[config.mk]
export PLATFORM = sky130hd
export DESIGN_NAME = snakeTop
export DESIGN_NICKNAME = d
export VERILOG_FILES = /design/src/verilog/snakePkg.sv /design/src/verilog/snakeTop.sv /design/src/verilog/scoreDisplay.sv /design/src/verilog/scoreTracker.sv /design/src/verilog/collisionDetect.sv /design/src/verilog/applePlacer.sv /design/src/verilog/snakeBody.sv /design/src/verilog/gridScanner.sv
export SDC_FILE = /design/constraint.sdc
export NUM_CORES = 2
export LEC_CHECK = 0
export BUFFER_PORTS_ARGS = -buffer_cell sky130_fd_sc_hd__buf_2
export CORE_AREA = 3 3 354 356
export CTS_CLUSTER_DIAMETER = 200
export CTS_CLUSTER_SIZE = 10
export DETAILED_ROUTE_END_ITERATION = 8
export DIE_AREA = 0 0 357 359
export HOLD_SLACK_MARGIN = 0.03
export MAX_ROUTING_LAYER = met4
export PLACE_DENSITY = 0.8
export SLEW_MARGIN = 0
export SYNTH_ARGS = -nofsm -noshare
export SYNTH_HDL_FRONTEND = slang
export SYNTH_SLANG_ARGS = --single-unit
[constraint.sdc]
create_clock -name hwclk -period 3.67 [get_ports hwclk]
set_input_delay 0.9175 -clock hwclk [delete_from_list [all_inputs] [get_ports hwclk]]
set_output_delay 0.9175 -clock hwclk [all_outputs]
set_load 0.02 [all_outputs]
[src/verilog/snakePkg.sv]
package snakePkg;

  // heading of the snake, one per push button
  typedef enum logic [1:0] {
    dirUp,
    dirDown,
    dirLeft,
    dirRight
  } dirT;

  // bits per grid coordinate, 16 by 16 cells
  localparam int GRID_BITS = 4;

  // length right after reset, head included
  localparam int START_LENGTH = 3;

  // reset cells
  localparam logic [GRID_BITS-1:0] START_HEAD_X = 4'd8;
  localparam logic [GRID_BITS-1:0] START_HEAD_Y = 4'd8;
  localparam logic [GRID_BITS-1:0] START_APPLE_X = 4'd12;
  localparam logic [GRID_BITS-1:0] START_APPLE_Y = 4'd4;

  // outer ring of the grid is the wall
  function automatic logic onBorder(input logic [GRID_BITS-1:0] x,
                                    input logic [GRID_BITS-1:0] y);
    return (x == '0) || (x == '1) || (y == '0) || (y == '1);
  endfunction

endpackage
[src/verilog/snakeTop.sv]
`timescale 1ns/1ps

module snakeTop #(
  parameter int MAX_LENGTH = 140,
  parameter int DIGIT_DIV  = 64
) (
  input  logic                           hwclk,
  input  logic                           rstN,
  input  logic [3:0]                     dirPb,
  output logic [snakePkg::GRID_BITS-1:0] cellX,
  output logic [snakePkg::GRID_BITS-1:0] cellY,
  output logic                           snakeHead,
  output logic                           snakeBody,
  output logic                           apple,
  output logic                           frameSync,
  output logic                           gameOver,
  output logic [6:0]                     ss0,
  output logic [6:0]                     ss1,
  output logic [6:0]                     ss2
);

  logic                          goodColl;
  logic                          badColl;
  logic [MAX_LENGTH-1:0][7:0]    body;
  logic [7:0]                    snakeLength;
  logic [3:0]                    bcdOnes;
  logic [3:0]                    bcdTens;
  logic [3:0]                    bcdHundreds;

  // raster over the grid
  gridScanner uScanner(.hwclk(hwclk), .rstN(rstN), .cellX(cellX), .cellY(cellY),
                       .frameSync(frameSync));

  // head, body and apple flags for the scanned cell
  snakeBody #(.MAX_LENGTH(MAX_LENGTH)) uBody(.hwclk(hwclk), .rstN(rstN), .dirPb(dirPb),
    .cellX(cellX), .cellY(cellY), .frameSync(frameSync), .goodColl(goodColl),
    .gameOver(gameOver), .snakeHead(snakeHead), .snakeBody(snakeBody), .body(body),
    .snakeLength(snakeLength));
  applePlacer #(.MAX_LENGTH(MAX_LENGTH)) uApple(.hwclk(hwclk), .rstN(rstN), .cellX(cellX),
    .cellY(cellY), .goodColl(goodColl), .body(body), .snakeLength(snakeLength),
    .apple(apple));

  // per-frame hit report
  collisionDetect uCollision(.hwclk(hwclk), .rstN(rstN), .cellX(cellX), .cellY(cellY),
    .frameSync(frameSync), .snakeHead(snakeHead), .snakeBody(snakeBody), .apple(apple),
    .goodColl(goodColl), .badColl(badColl));

  // score and seven-segment output
  scoreTracker #(.MAX_LENGTH(MAX_LENGTH)) uScore(.hwclk(hwclk), .rstN(rstN),
    .goodColl(goodColl), .badColl(badColl), .bcdOnes(bcdOnes), .bcdTens(bcdTens),
    .bcdHundreds(bcdHundreds), .gameOver(gameOver));
  scoreDisplay #(.DIGIT_DIV(DIGIT_DIV)) uDisplay(.hwclk(hwclk), .rstN(rstN),
    .bcdOnes(bcdOnes), .bcdTens(bcdTens), .bcdHundreds(bcdHundreds), .ss0(ss0),
    .ss1(ss1), .ss2(ss2));

endmodule

[src/verilog/scoreDisplay.sv]
`timescale 1ns/1ps

module scoreDisplay #(
  parameter int DIGIT_DIV = 64
) (
  input  logic       hwclk,
  input  logic       rstN,
  input  logic [3:0] bcdOnes,
  input  logic [3:0] bcdTens,
  input  logic [3:0] bcdHundreds,
  output logic [6:0] ss0,
  output logic [6:0] ss1,
  output logic [6:0] ss2
);

  localparam int DIV_BITS = $clog2(DIGIT_DIV + 1);

  logic [DIV_BITS-1:0] divCount;
  // 0 ones, 1 tens, 2 hundreds
  logic [1:0]          digitSel;

  // segment a in bit 0 up to g in bit 6, lit when high
  function automatic logic [6:0] segCode(input logic [3:0] digit);
    case (digit)
      4'd0:    return 7'h3F;
      4'd1:    return 7'h06;
      4'd2:    return 7'h5B;
      4'd3:    return 7'h4F;
      4'd4:    return 7'h66;
      4'd5:    return 7'h6D;
      4'd6:    return 7'h7D;
      4'd7:    return 7'h07;
      4'd8:    return 7'h7F;
      4'd9:    return 7'h6F;
      default: return 7'h00;
    endcase
  endfunction

  // next digit every DIGIT_DIV clocks
  always_ff @(posedge hwclk or negedge rstN) begin
    if (!rstN) begin
      divCount <= '0;
      digitSel <= '0;
    end else if (divCount == DIV_BITS'(DIGIT_DIV - 1)) begin
      divCount <= '0;
      digitSel <= (digitSel == 2'd2) ? 2'd0 : digitSel + 2'd1;
    end else begin
      divCount <= divCount + 1'b1;
    end
  end

  // only the selected digit lights up
  assign ss0 = (digitSel == 2'd0) ? segCode(bcdOnes) : 7'h00;
  assign ss1 = (digitSel == 2'd1) ? segCode(bcdTens) : 7'h00;
  assign ss2 = (digitSel == 2'd2) ? segCode(bcdHundreds) : 7'h00;

endmodule

[src/verilog/scoreTracker.sv]
`timescale 1ns/1ps

module scoreTracker #(
  parameter int MAX_LENGTH = 140
) (
  input  logic       hwclk,
  input  logic       rstN,
  input  logic       goodColl,
  input  logic       badColl,
  output logic [3:0] bcdOnes,
  output logic [3:0] bcdTens,
  output logic [3:0] bcdHundreds,
  output logic       gameOver
);

  typedef enum logic {
    playing,
    over
  } gameStateT;

  // full snake means the game is won
  localparam logic [7:0] SCORE_LIMIT = 8'(MAX_LENGTH - snakePkg::START_LENGTH);

  gameStateT  state;
  logic [7:0] scoreCount;

  always_ff @(posedge hwclk or negedge rstN) begin
    if (!rstN) begin
      state       <= playing;
      scoreCount  <= '0;
      bcdOnes     <= '0;
      bcdTens     <= '0;
      bcdHundreds <= '0;
    end else if (state == playing) begin
      if (badColl || (scoreCount == SCORE_LIMIT)) begin
        state <= over;
      end else if (goodColl) begin
        scoreCount <= scoreCount + 8'd1;
        // ripple the carry through the digits
        if (bcdOnes == 4'd9) begin
          bcdOnes <= '0;
          if (bcdTens == 4'd9) begin
            bcdTens     <= '0;
            bcdHundreds <= (bcdHundreds == 4'd9) ? 4'd0 : bcdHundreds + 4'd1;
          end else begin
            bcdTens <= bcdTens + 4'd1;
          end
        end else begin
          bcdOnes <= bcdOnes + 4'd1;
        end
      end
    end
  end

  // over is terminal until reset
  assign gameOver = (state == over);

endmodule

[src/verilog/collisionDetect.sv]
`timescale 1ns/1ps

module collisionDetect (
  input  logic                           hwclk,
  input  logic                           rstN,
  input  logic [snakePkg::GRID_BITS-1:0] cellX,
  input  logic [snakePkg::GRID_BITS-1:0] cellY,
  input  logic                           frameSync,
  input  logic                           snakeHead,
  input  logic                           snakeBody,
  input  logic                           apple,
  output logic                           goodColl,
  output logic                           badColl
);

  logic border;
  logic goodNow;
  logic badNow;
  logic goodHit;
  logic badHit;

  assign border = snakePkg::onBorder(cellX, cellY);

  // hits seen on the cell being scanned
  assign goodNow = snakeHead && apple;
  assign badNow  = snakeHead && (border || snakeBody);

  always_ff @(posedge hwclk or negedge rstN) begin
    if (!rstN) begin
      goodHit  <= 1'b0;
      badHit   <= 1'b0;
      goodColl <= 1'b0;
      badColl  <= 1'b0;
    end else if (frameSync) begin
      // last cell folded in here, then report once
      // a crash wins over an apple
      badColl  <= badHit || badNow;
      goodColl <= (goodHit || goodNow) && !(badHit || badNow);
      goodHit  <= 1'b0;
      badHit   <= 1'b0;
    end else begin
      goodColl <= 1'b0;
      badColl  <= 1'b0;
      goodHit  <= goodHit || goodNow;
      badHit   <= badHit || badNow;
    end
  end

  // exclusive pulses
  collExclusive: assert property (@(posedge hwclk) disable iff (!rstN)
    !(goodColl && badColl));

endmodule

[src/verilog/applePlacer.sv]
`timescale 1ns/1ps

module applePlacer #(
  parameter int MAX_LENGTH = 140
) (
  input  logic                           hwclk,
  input  logic                           rstN,
  input  logic [snakePkg::GRID_BITS-1:0] cellX,
  input  logic [snakePkg::GRID_BITS-1:0] cellY,
  input  logic                           goodColl,
  input  logic [MAX_LENGTH-1:0][7:0]     body,
  input  logic [7:0]                     snakeLength,
  output logic                           apple
);

  typedef enum logic {
    placed,
    searching
  } appleStateT;

  appleStateT state;
  logic [7:0] lfsr;
  logic [7:0] appleCell;
  logic       candidateFree;

  // free running, taps 8 6 5 4, never all zero
  always_ff @(posedge hwclk or negedge rstN) begin
    if (!rstN) begin
      lfsr <= 8'hA5;
    end else begin
      lfsr <= {lfsr[6:0], lfsr[7] ^ lfsr[5] ^ lfsr[4] ^ lfsr[3]};
    end
  end

  // lfsr word read as {x, y}
  always_comb begin
    candidateFree = !snakePkg::onBorder(lfsr[7:4], lfsr[3:0]);
    for (int i = 0; i < MAX_LENGTH; i++) begin
      if ((i < snakeLength) && (body[i] == lfsr)) begin
        candidateFree = 1'b0;
      end
    end
  end

  always_ff @(posedge hwclk or negedge rstN) begin
    if (!rstN) begin
      state     <= placed;
      appleCell <= {snakePkg::START_APPLE_X, snakePkg::START_APPLE_Y};
    end else begin
      case (state)
        // eaten, hide and start drawing candidates
        placed: if (goodColl) state <= searching;
        // one candidate per clock until a free cell turns up
        searching: begin
          if (candidateFree) begin
            appleCell <= lfsr;
            state     <= placed;
          end
        end
        default: state <= placed;
      endcase
    end
  end

  assign apple = (state == placed) && (appleCell == {cellX, cellY});

  // border cells can never carry the apple
  appleOffBorder: assert property (@(posedge hwclk) disable iff (!rstN)
    (state == placed) |-> !snakePkg::onBorder(appleCell[7:4], appleCell[3:0]));

endmodule

[src/verilog/snakeBody.sv]
`timescale 1ns/1ps

module snakeBody #(
  parameter int MAX_LENGTH = 140
) (
  input  logic                           hwclk,
  input  logic                           rstN,
  // up, down, left, right from msb to lsb
  input  logic [3:0]                     dirPb,
  input  logic [snakePkg::GRID_BITS-1:0] cellX,
  input  logic [snakePkg::GRID_BITS-1:0] cellY,
  input  logic                           frameSync,
  input  logic                           goodColl,
  input  logic                           gameOver,
  output logic                           snakeHead,
  output logic                           snakeBody,
  output logic [MAX_LENGTH-1:0][7:0]     body,
  output logic [7:0]                     snakeLength
);

  snakePkg::dirT                  heading;
  snakePkg::dirT                  nextHeading;
  logic                           growPending;
  logic [snakePkg::GRID_BITS-1:0] headX;
  logic [snakePkg::GRID_BITS-1:0] headY;
  logic [snakePkg::GRID_BITS-1:0] nextX;
  logic [snakePkg::GRID_BITS-1:0] nextY;
  logic [7:0]                     scanCell;

  // cells are packed as {x, y}, head sits in slot 0
  assign headX    = body[0][7:4];
  assign headY    = body[0][3:0];
  assign scanCell = {cellX, cellY};

  // single press only, no turning back onto the neck
  always_comb begin
    nextHeading = heading;
    case (dirPb)
      4'b1000: if (heading != snakePkg::dirDown) nextHeading = snakePkg::dirUp;
      4'b0100: if (heading != snakePkg::dirUp) nextHeading = snakePkg::dirDown;
      4'b0010: if (heading != snakePkg::dirRight) nextHeading = snakePkg::dirLeft;
      4'b0001: if (heading != snakePkg::dirLeft) nextHeading = snakePkg::dirRight;
      default: nextHeading = heading;
    endcase
  end

  // head one step along the new heading, y grows downwards
  always_comb begin
    nextX = headX;
    nextY = headY;
    case (nextHeading)
      snakePkg::dirUp:    nextY = headY - 1'b1;
      snakePkg::dirDown:  nextY = headY + 1'b1;
      snakePkg::dirLeft:  nextX = headX - 1'b1;
      snakePkg::dirRight: nextX = headX + 1'b1;
      default:            nextX = headX;
    endcase
  end

  always_ff @(posedge hwclk or negedge rstN) begin
    if (!rstN) begin
      heading     <= snakePkg::dirRight;
      growPending <= 1'b0;
      snakeLength <= 8'(snakePkg::START_LENGTH);
      // straight line to the left of the start head
      for (int i = 0; i < MAX_LENGTH; i++) begin
        if (i < snakePkg::START_LENGTH) begin
          body[i] <= {snakePkg::START_HEAD_X - i[snakePkg::GRID_BITS-1:0],
                      snakePkg::START_HEAD_Y};
        end else begin
          body[i] <= '0;
        end
      end
    end else begin
      // apple eaten last frame, keep the tail on the next move
      if (goodColl) begin
        growPending <= 1'b1;
      end
      if (frameSync && !gameOver) begin
        heading <= nextHeading;
        // shift every slot towards the tail, slots past the length are don't care
        body    <= {body[MAX_LENGTH-2:0], nextX, nextY};
        if (growPending && (snakeLength < MAX_LENGTH)) begin
          snakeLength <= snakeLength + 8'd1;
        end
        growPending <= 1'b0;
      end
    end
  end

  assign snakeHead = (body[0] == scanCell);

  // live slots only, head excluded
  always_comb begin
    snakeBody = 1'b0;
    for (int i = 1; i < MAX_LENGTH; i++) begin
      if ((i < snakeLength) && (body[i] == scanCell)) begin
        snakeBody = 1'b1;
      end
    end
  end

  // array bound is never overrun
  lengthBound: assert property (@(posedge hwclk) disable iff (!rstN)
    snakeLength <= MAX_LENGTH);

endmodule

[src/verilog/gridScanner.sv]
`timescale 1ns/1ps

module gridScanner (
  input  logic                           hwclk,
  input  logic                           rstN,
  output logic [snakePkg::GRID_BITS-1:0] cellX,
  output logic [snakePkg::GRID_BITS-1:0] cellY,
  output logic                           frameSync
);

  // last column and last row of the raster
  logic lastX;
  logic lastY;

  assign lastX = (cellX == '1);
  assign lastY = (cellY == '1);

  // one cell per clock, row by row
  always_ff @(posedge hwclk or negedge rstN) begin
    if (!rstN) begin
      cellX <= '0;
      cellY <= '0;
    end else begin
      // x wraps by itself at 15
      cellX <= cellX + 1'b1;
      // next row once the column wraps
      if (lastX) begin
        cellY <= cellY + 1'b1;
      end
    end
  end

  // high only while cell (15,15) is on the scan
  // frame boundary for every block downstream
  assign frameSync = lastX && lastY;

endmodule

==> out/qor_table.md <==
| Stage | Quantity | Reported |
| --- | --- | --- |
| floorplanning | Overall die height | 359 um |
| cells and area | Filler cells | 9,334 |
| critical path | Kind of end point of the critical path | output pin |
| route | Wirelength per Cell | 27.7 um |
| synth | Syn Nets | 8,825 |
| cells and area | Count of placed standard cells in the final layout, fillers left out | 11,100 |
| floorplanning | Effective utilization at floorplan | 0.601 |
| timing | Final hold violation count | 0 |
| timing | Worst-margin pin slew | 1.44 ns |
| clocking | Total clock sinks | 1,190 |
| pwr | Peak supply drop | 0.000460 V |
| place | Setup slack after placement | -1.35 ns |
| critical path | Beginning of the worst register-to-register path | uBody.snakeLength[3] |
| run | Max cap viols | 0 |
| synth | Share of synthesized cell area in full adder, half adder and majority cells | 0.00601 |
| synth | Share of flip-flops with an asynchronous set or reset after synthesis | 1.00 |
| global route | Total routing resource utilization after global routing | 0.485 |
| route | Top layer used by detailed routing | met4 |
| timing | Worst clock skew | 0.0337 ns |
| synth | XOR/XNOR Fraction of Synth Area | 0.273 |
| critical path | Cell class contributing the biggest share of worst-path delay | simple AND/OR/NAND/NOR gates |
| place | Cell area after placement | 81,600 um2 |
| status | Violated checks | setup timing |
| place | Port-buffer cells | 39 |
| synth | Combinational family with the most area after synthesis | XOR/XNOR gates |
| timing | Final setup vio count | 11 |
| timing | Setup repair after global routing missed its margin | true |
| route | Remaining antenna violation count | 0 |
| floorplanning | Core Footprint | 122,000 um2 |
| synth | Synth warnings | 0 |
| clocking | Clk Latency, worst-skew pair | 0.81 ns |
| synth | Gate Count Post-Synth | 8,785 |
| place | Sum of net half-perimeters after detailed placement | 221,000 um |
| timing | FMAX | 186 MHz |
| global route | Total grt overflow | 0 |
| pwr | Leakage power | 44.0 nW |
| clocking | CTS Buffer Depth | 3 |
| clocking | Cell at the root of the clock tree | sky130_fd_sc_hd__clkbuf_16 |
| timing | Post-layout min period | 5.38 ns |
| synth | Share of the yosys chip area belonging to registers | 0.406 |
| floorplanning | Overall die area | 128,000 um2 |
| critical path | Worst path slowest cell | sky130_fd_sc_hd__nor3_1 |
| global route | Antenna violations before repair | 20 |
| clocking | Hold-fix buffers at CTS | 0 |
| clocking | Maximum level of the CTS H-tree | 4 |
| critical path | Critical path's most frequent cell | sky130_fd_sc_hd__buf_4 |
| synth | Post-synthesis cell area | 73,300 um2 |
| synth | Top_reg_cell synth | sky130_fd_sc_hd__dfrtp_1 |
| cells and area | Number of nets in the layout | 9,414 |
| timing | Max-slew headroom | 0.0319 |
| synth | Post-synthesis register bit count | 1,190 |
| critical path | Total buffers and inverters traversed by the critical path | 5 |
| synth | Leading post-synthesis cells by cell area | sky130_fd_sc_hd__dfrtp_1, sky130_fd_sc_hd__xnor2_1, sky130_fd_sc_hd__nand2_1 |
| critical path | Worst Path Arrival | 4.46 ns |
| timing | Number of max-slew violations in the final report | 0 |
| timing | PnR worst setup slack | -1.71 ns |
| critical path | Setup Crit Path Kind | flop to output pin |
| synth | Cell type with the highest aggregate area in the netlist | sky130_fd_sc_hd__dfrtp_1 |
| route | Met3 WL | 35,300 um |
| route | Detailed router's first-iteration violation count | 8,984 |
| route | Iteration count of the initial detailed-routing pass | 6 |
| critical path | Data required time of the critical path | 2.75 ns |
| synth | Most used standard cell by instance count after synthesis | sky130_fd_sc_hd__nand2_1 |
| timing | Total Negative Setup Slacks | -4.72 ns |
| floorplanning | # rows | 128 |
| cells and area | Ratio of cells with drive above 1 in the final layout | 0.144 |
| route | Met1 Routed Length | 116,000 um |
| route | Via count | 68,300 |
| synth | Compound-Gate Fraction of Synth Area | 0.0263 |
| floorplanning | Ports | 40 |
| route | Drt drc | 0 |
| clocking | Clock edge transition at the registers on the reported setup and hold paths | 0.06 ns |
| synth | Mean Syn Cell Area | 8.35 um2 |
| pwr | Power after layout | 26.0 mW |
| synth | Count of flip-flops with a built-in enable after synthesis | 0 |
| synth | Post-synthesis share of cell area spent on and, or, nand and nor gates | 0.251 |
| place | RD Place Congestion | 1.07 |
| critical path | Category of the worst setup path launch point | flop |
| cells and area | Post-route standard cell area excluding fillers | 87,300 um2 |
| cells and area | Relative area change from synthesis to final layout | 19.0% |
| status | Status | finished with violations |
| route | Met2 wire length | 132,000 um |
| critical path | Maximum fanout along the worst path | 18 |
| global route | Maximum number of pins on one net before global-route repair | 142 |
| clocking | CTS tree | yes |
| route | Drt total wl | 307,000 um |
| pwr | Power per Cell Area | 298 nW/um2 |
| clocking | Number of buffers created by CTS | 136 |
| synth | Share of synthesized area spent on multiplexers | 0.00246 |
| synth | Number of distinct library cell variants in the gate-level netlist after synthesis | 68 |
| critical path | Slack of the worst reg-to-reg path | -0.34 ns |
| synth | Top cell type's share of synthesized area | 0.399 |
| hold path | Worst hold-check path type | primary input to async pin |
| critical path | Cells traversed along the worst timing path | buf_4 > buf_4 > xnor2_1 > nand4_1 > nor3_1 > nor4_2 > buf_4 > and4_1 > nand4_1 > buf_4 > buf_6 |
| floorplanning | Horiz. Die Dim | 357 um |
| critical path | Terminus of the critical flop-to-flop path | uCollision.badHit |
| critical path | Slowest stage delay, CP | 1.09 ns |
| synth | Top cells by instance count after synthesis | sky130_fd_sc_hd__nand2_1, sky130_fd_sc_hd__xnor2_1, sky130_fd_sc_hd__dfrtp_1, sky130_fd_sc_hd__xor2_1, sky130_fd_sc_hd__nand4_1 |
| global route | Wire length of the first global-routing pass | 449,000 um |
| timing | Portion of the clock cycle consumed by the worst path in the final layout | 1.46 |
| global route | Vias in the first global route | 66,300 |
| place | Number of cells in the design after placement | 10,800 |
| route | Number of vias per cell after detailed routing | 6.17 |
| critical path | Reg2reg path depth | 17 |
power by group:
group	total (mW)	switching (mW)	internal, mW
Clock	12.5	5.70	6.81
Combinational	0.368	0.308	0.0595
Sequential	13.1	0.00617	13.1
how the worst max path moves through the flow:
stage / from / end / cells past startpoint
global route: uBody.snakeLength[3] / snakeBody / 13
finish: uScanner.cellY[3] / snakeBody / 11
CTS: uBody.snakeLength[3] / snakeBody / 13
detailed placement: uBody.snakeLength[3] / snakeBody / 13
global placement: uBody.snakeLength[3] / snakeBody / 12
floorplan: uBody.snakeLength[0] / snakeBody / 10
through the flow:
stage | hold WS (ns) | util
floorplan | 0.349 | -
global placement | 0.447 | 0.669
detailed placement | 0.457 | 0.669
CTS | 0.140 | 0.708
global route | 0.168 | 0.715
finish | 0.170 | 0.715
area by class of cell:
class	instances	area, um2	area share
multi-input combinational	7011	41900	0.480
clock inverter	13	199	0.00228
inverter	23	86.3	0.000989
timing repair buffer	1012	9550	0.109
antenna	22	55.1	0.000631
tap	1625	2030	0.0233
sequential	1190	29900	0.342
clock buffer	166	3560	0.0408
layer usage:
metal / global-route usage / vias to the layer above
met5: - / -
met4: 0.291 / 0
met3: 0.116 / 1098
met2: 0.696 / 4221
met1: 0.621 / 33600
li1: - / 29300
repair_timing:
action,4_1_cts,5_1_grt
buffers inserted,26,20
endpoints found under the setup margin,14,15
pin swaps,31,25
resized for setup,167,92
cloned,5,4
cell usage in the layout, fill, tap and decap left out, types with 28 or more instances in the layout:
cell type and n:
sky130_fd_sc_hd__a31oi_1 32, sky130_fd_sc_hd__xnor2_1 1559, sky130_fd_sc_hd__nor4_1 204, sky130_fd_sc_hd__clkbuf_16 142
sky130_fd_sc_hd__o21ai_0 50, sky130_fd_sc_hd__ha_1 30, sky130_fd_sc_hd__dfrtp_1 1156, sky130_fd_sc_hd__a21oi_1 67
sky130_fd_sc_hd__nand2_1 3411, sky130_fd_sc_hd__nand3_1 53, sky130_fd_sc_hd__buf_4 788, sky130_fd_sc_hd__buf_12 128
sky130_fd_sc_hd__nor2_1 84, sky130_fd_sc_hd__nor3_1 104, sky130_fd_sc_hd__nand4_1 392, sky130_fd_sc_hd__xor2_1 722
sky130_fd_sc_hd__clkbuf_1 28, sky130_fd_sc_hd__buf_2 38, sky130_fd_sc_hd__buf_6 39
registers in the layout, summed over array words and instances, names as in the netlist:
name	flops
uBody.body	1120
uApple.appleCell	8
uApple.lfsr	8
uBody.snakeLength	8
uScore.scoreCount	8
uDisplay.divCount	7
uScanner.cellX	4
uScanner.cellY	4
uScore.bcdHundreds	4
uScore.bcdOnes	4
uScore.bcdTens	4
uBody.heading	2
uDisplay.digitSel	2
uApple.state	1
uBody.growPending	1
uCollision.badColl	1
uCollision.badHit	1
uCollision.goodColl	1
uCollision.goodHit	1
uScore.gameOver	1
kinds of logic after synthesis:
logic type | Yosys count
adders and majority gates | 34
buffers and inverters | 584
muxes | 16
and+or+nand+nor | 4379
xor gates and xnor gates | 2282
AOI/OAI and AO/OA | 300
DFF | 1190
No activity file was read; power rests on OpenSTA's default activity.
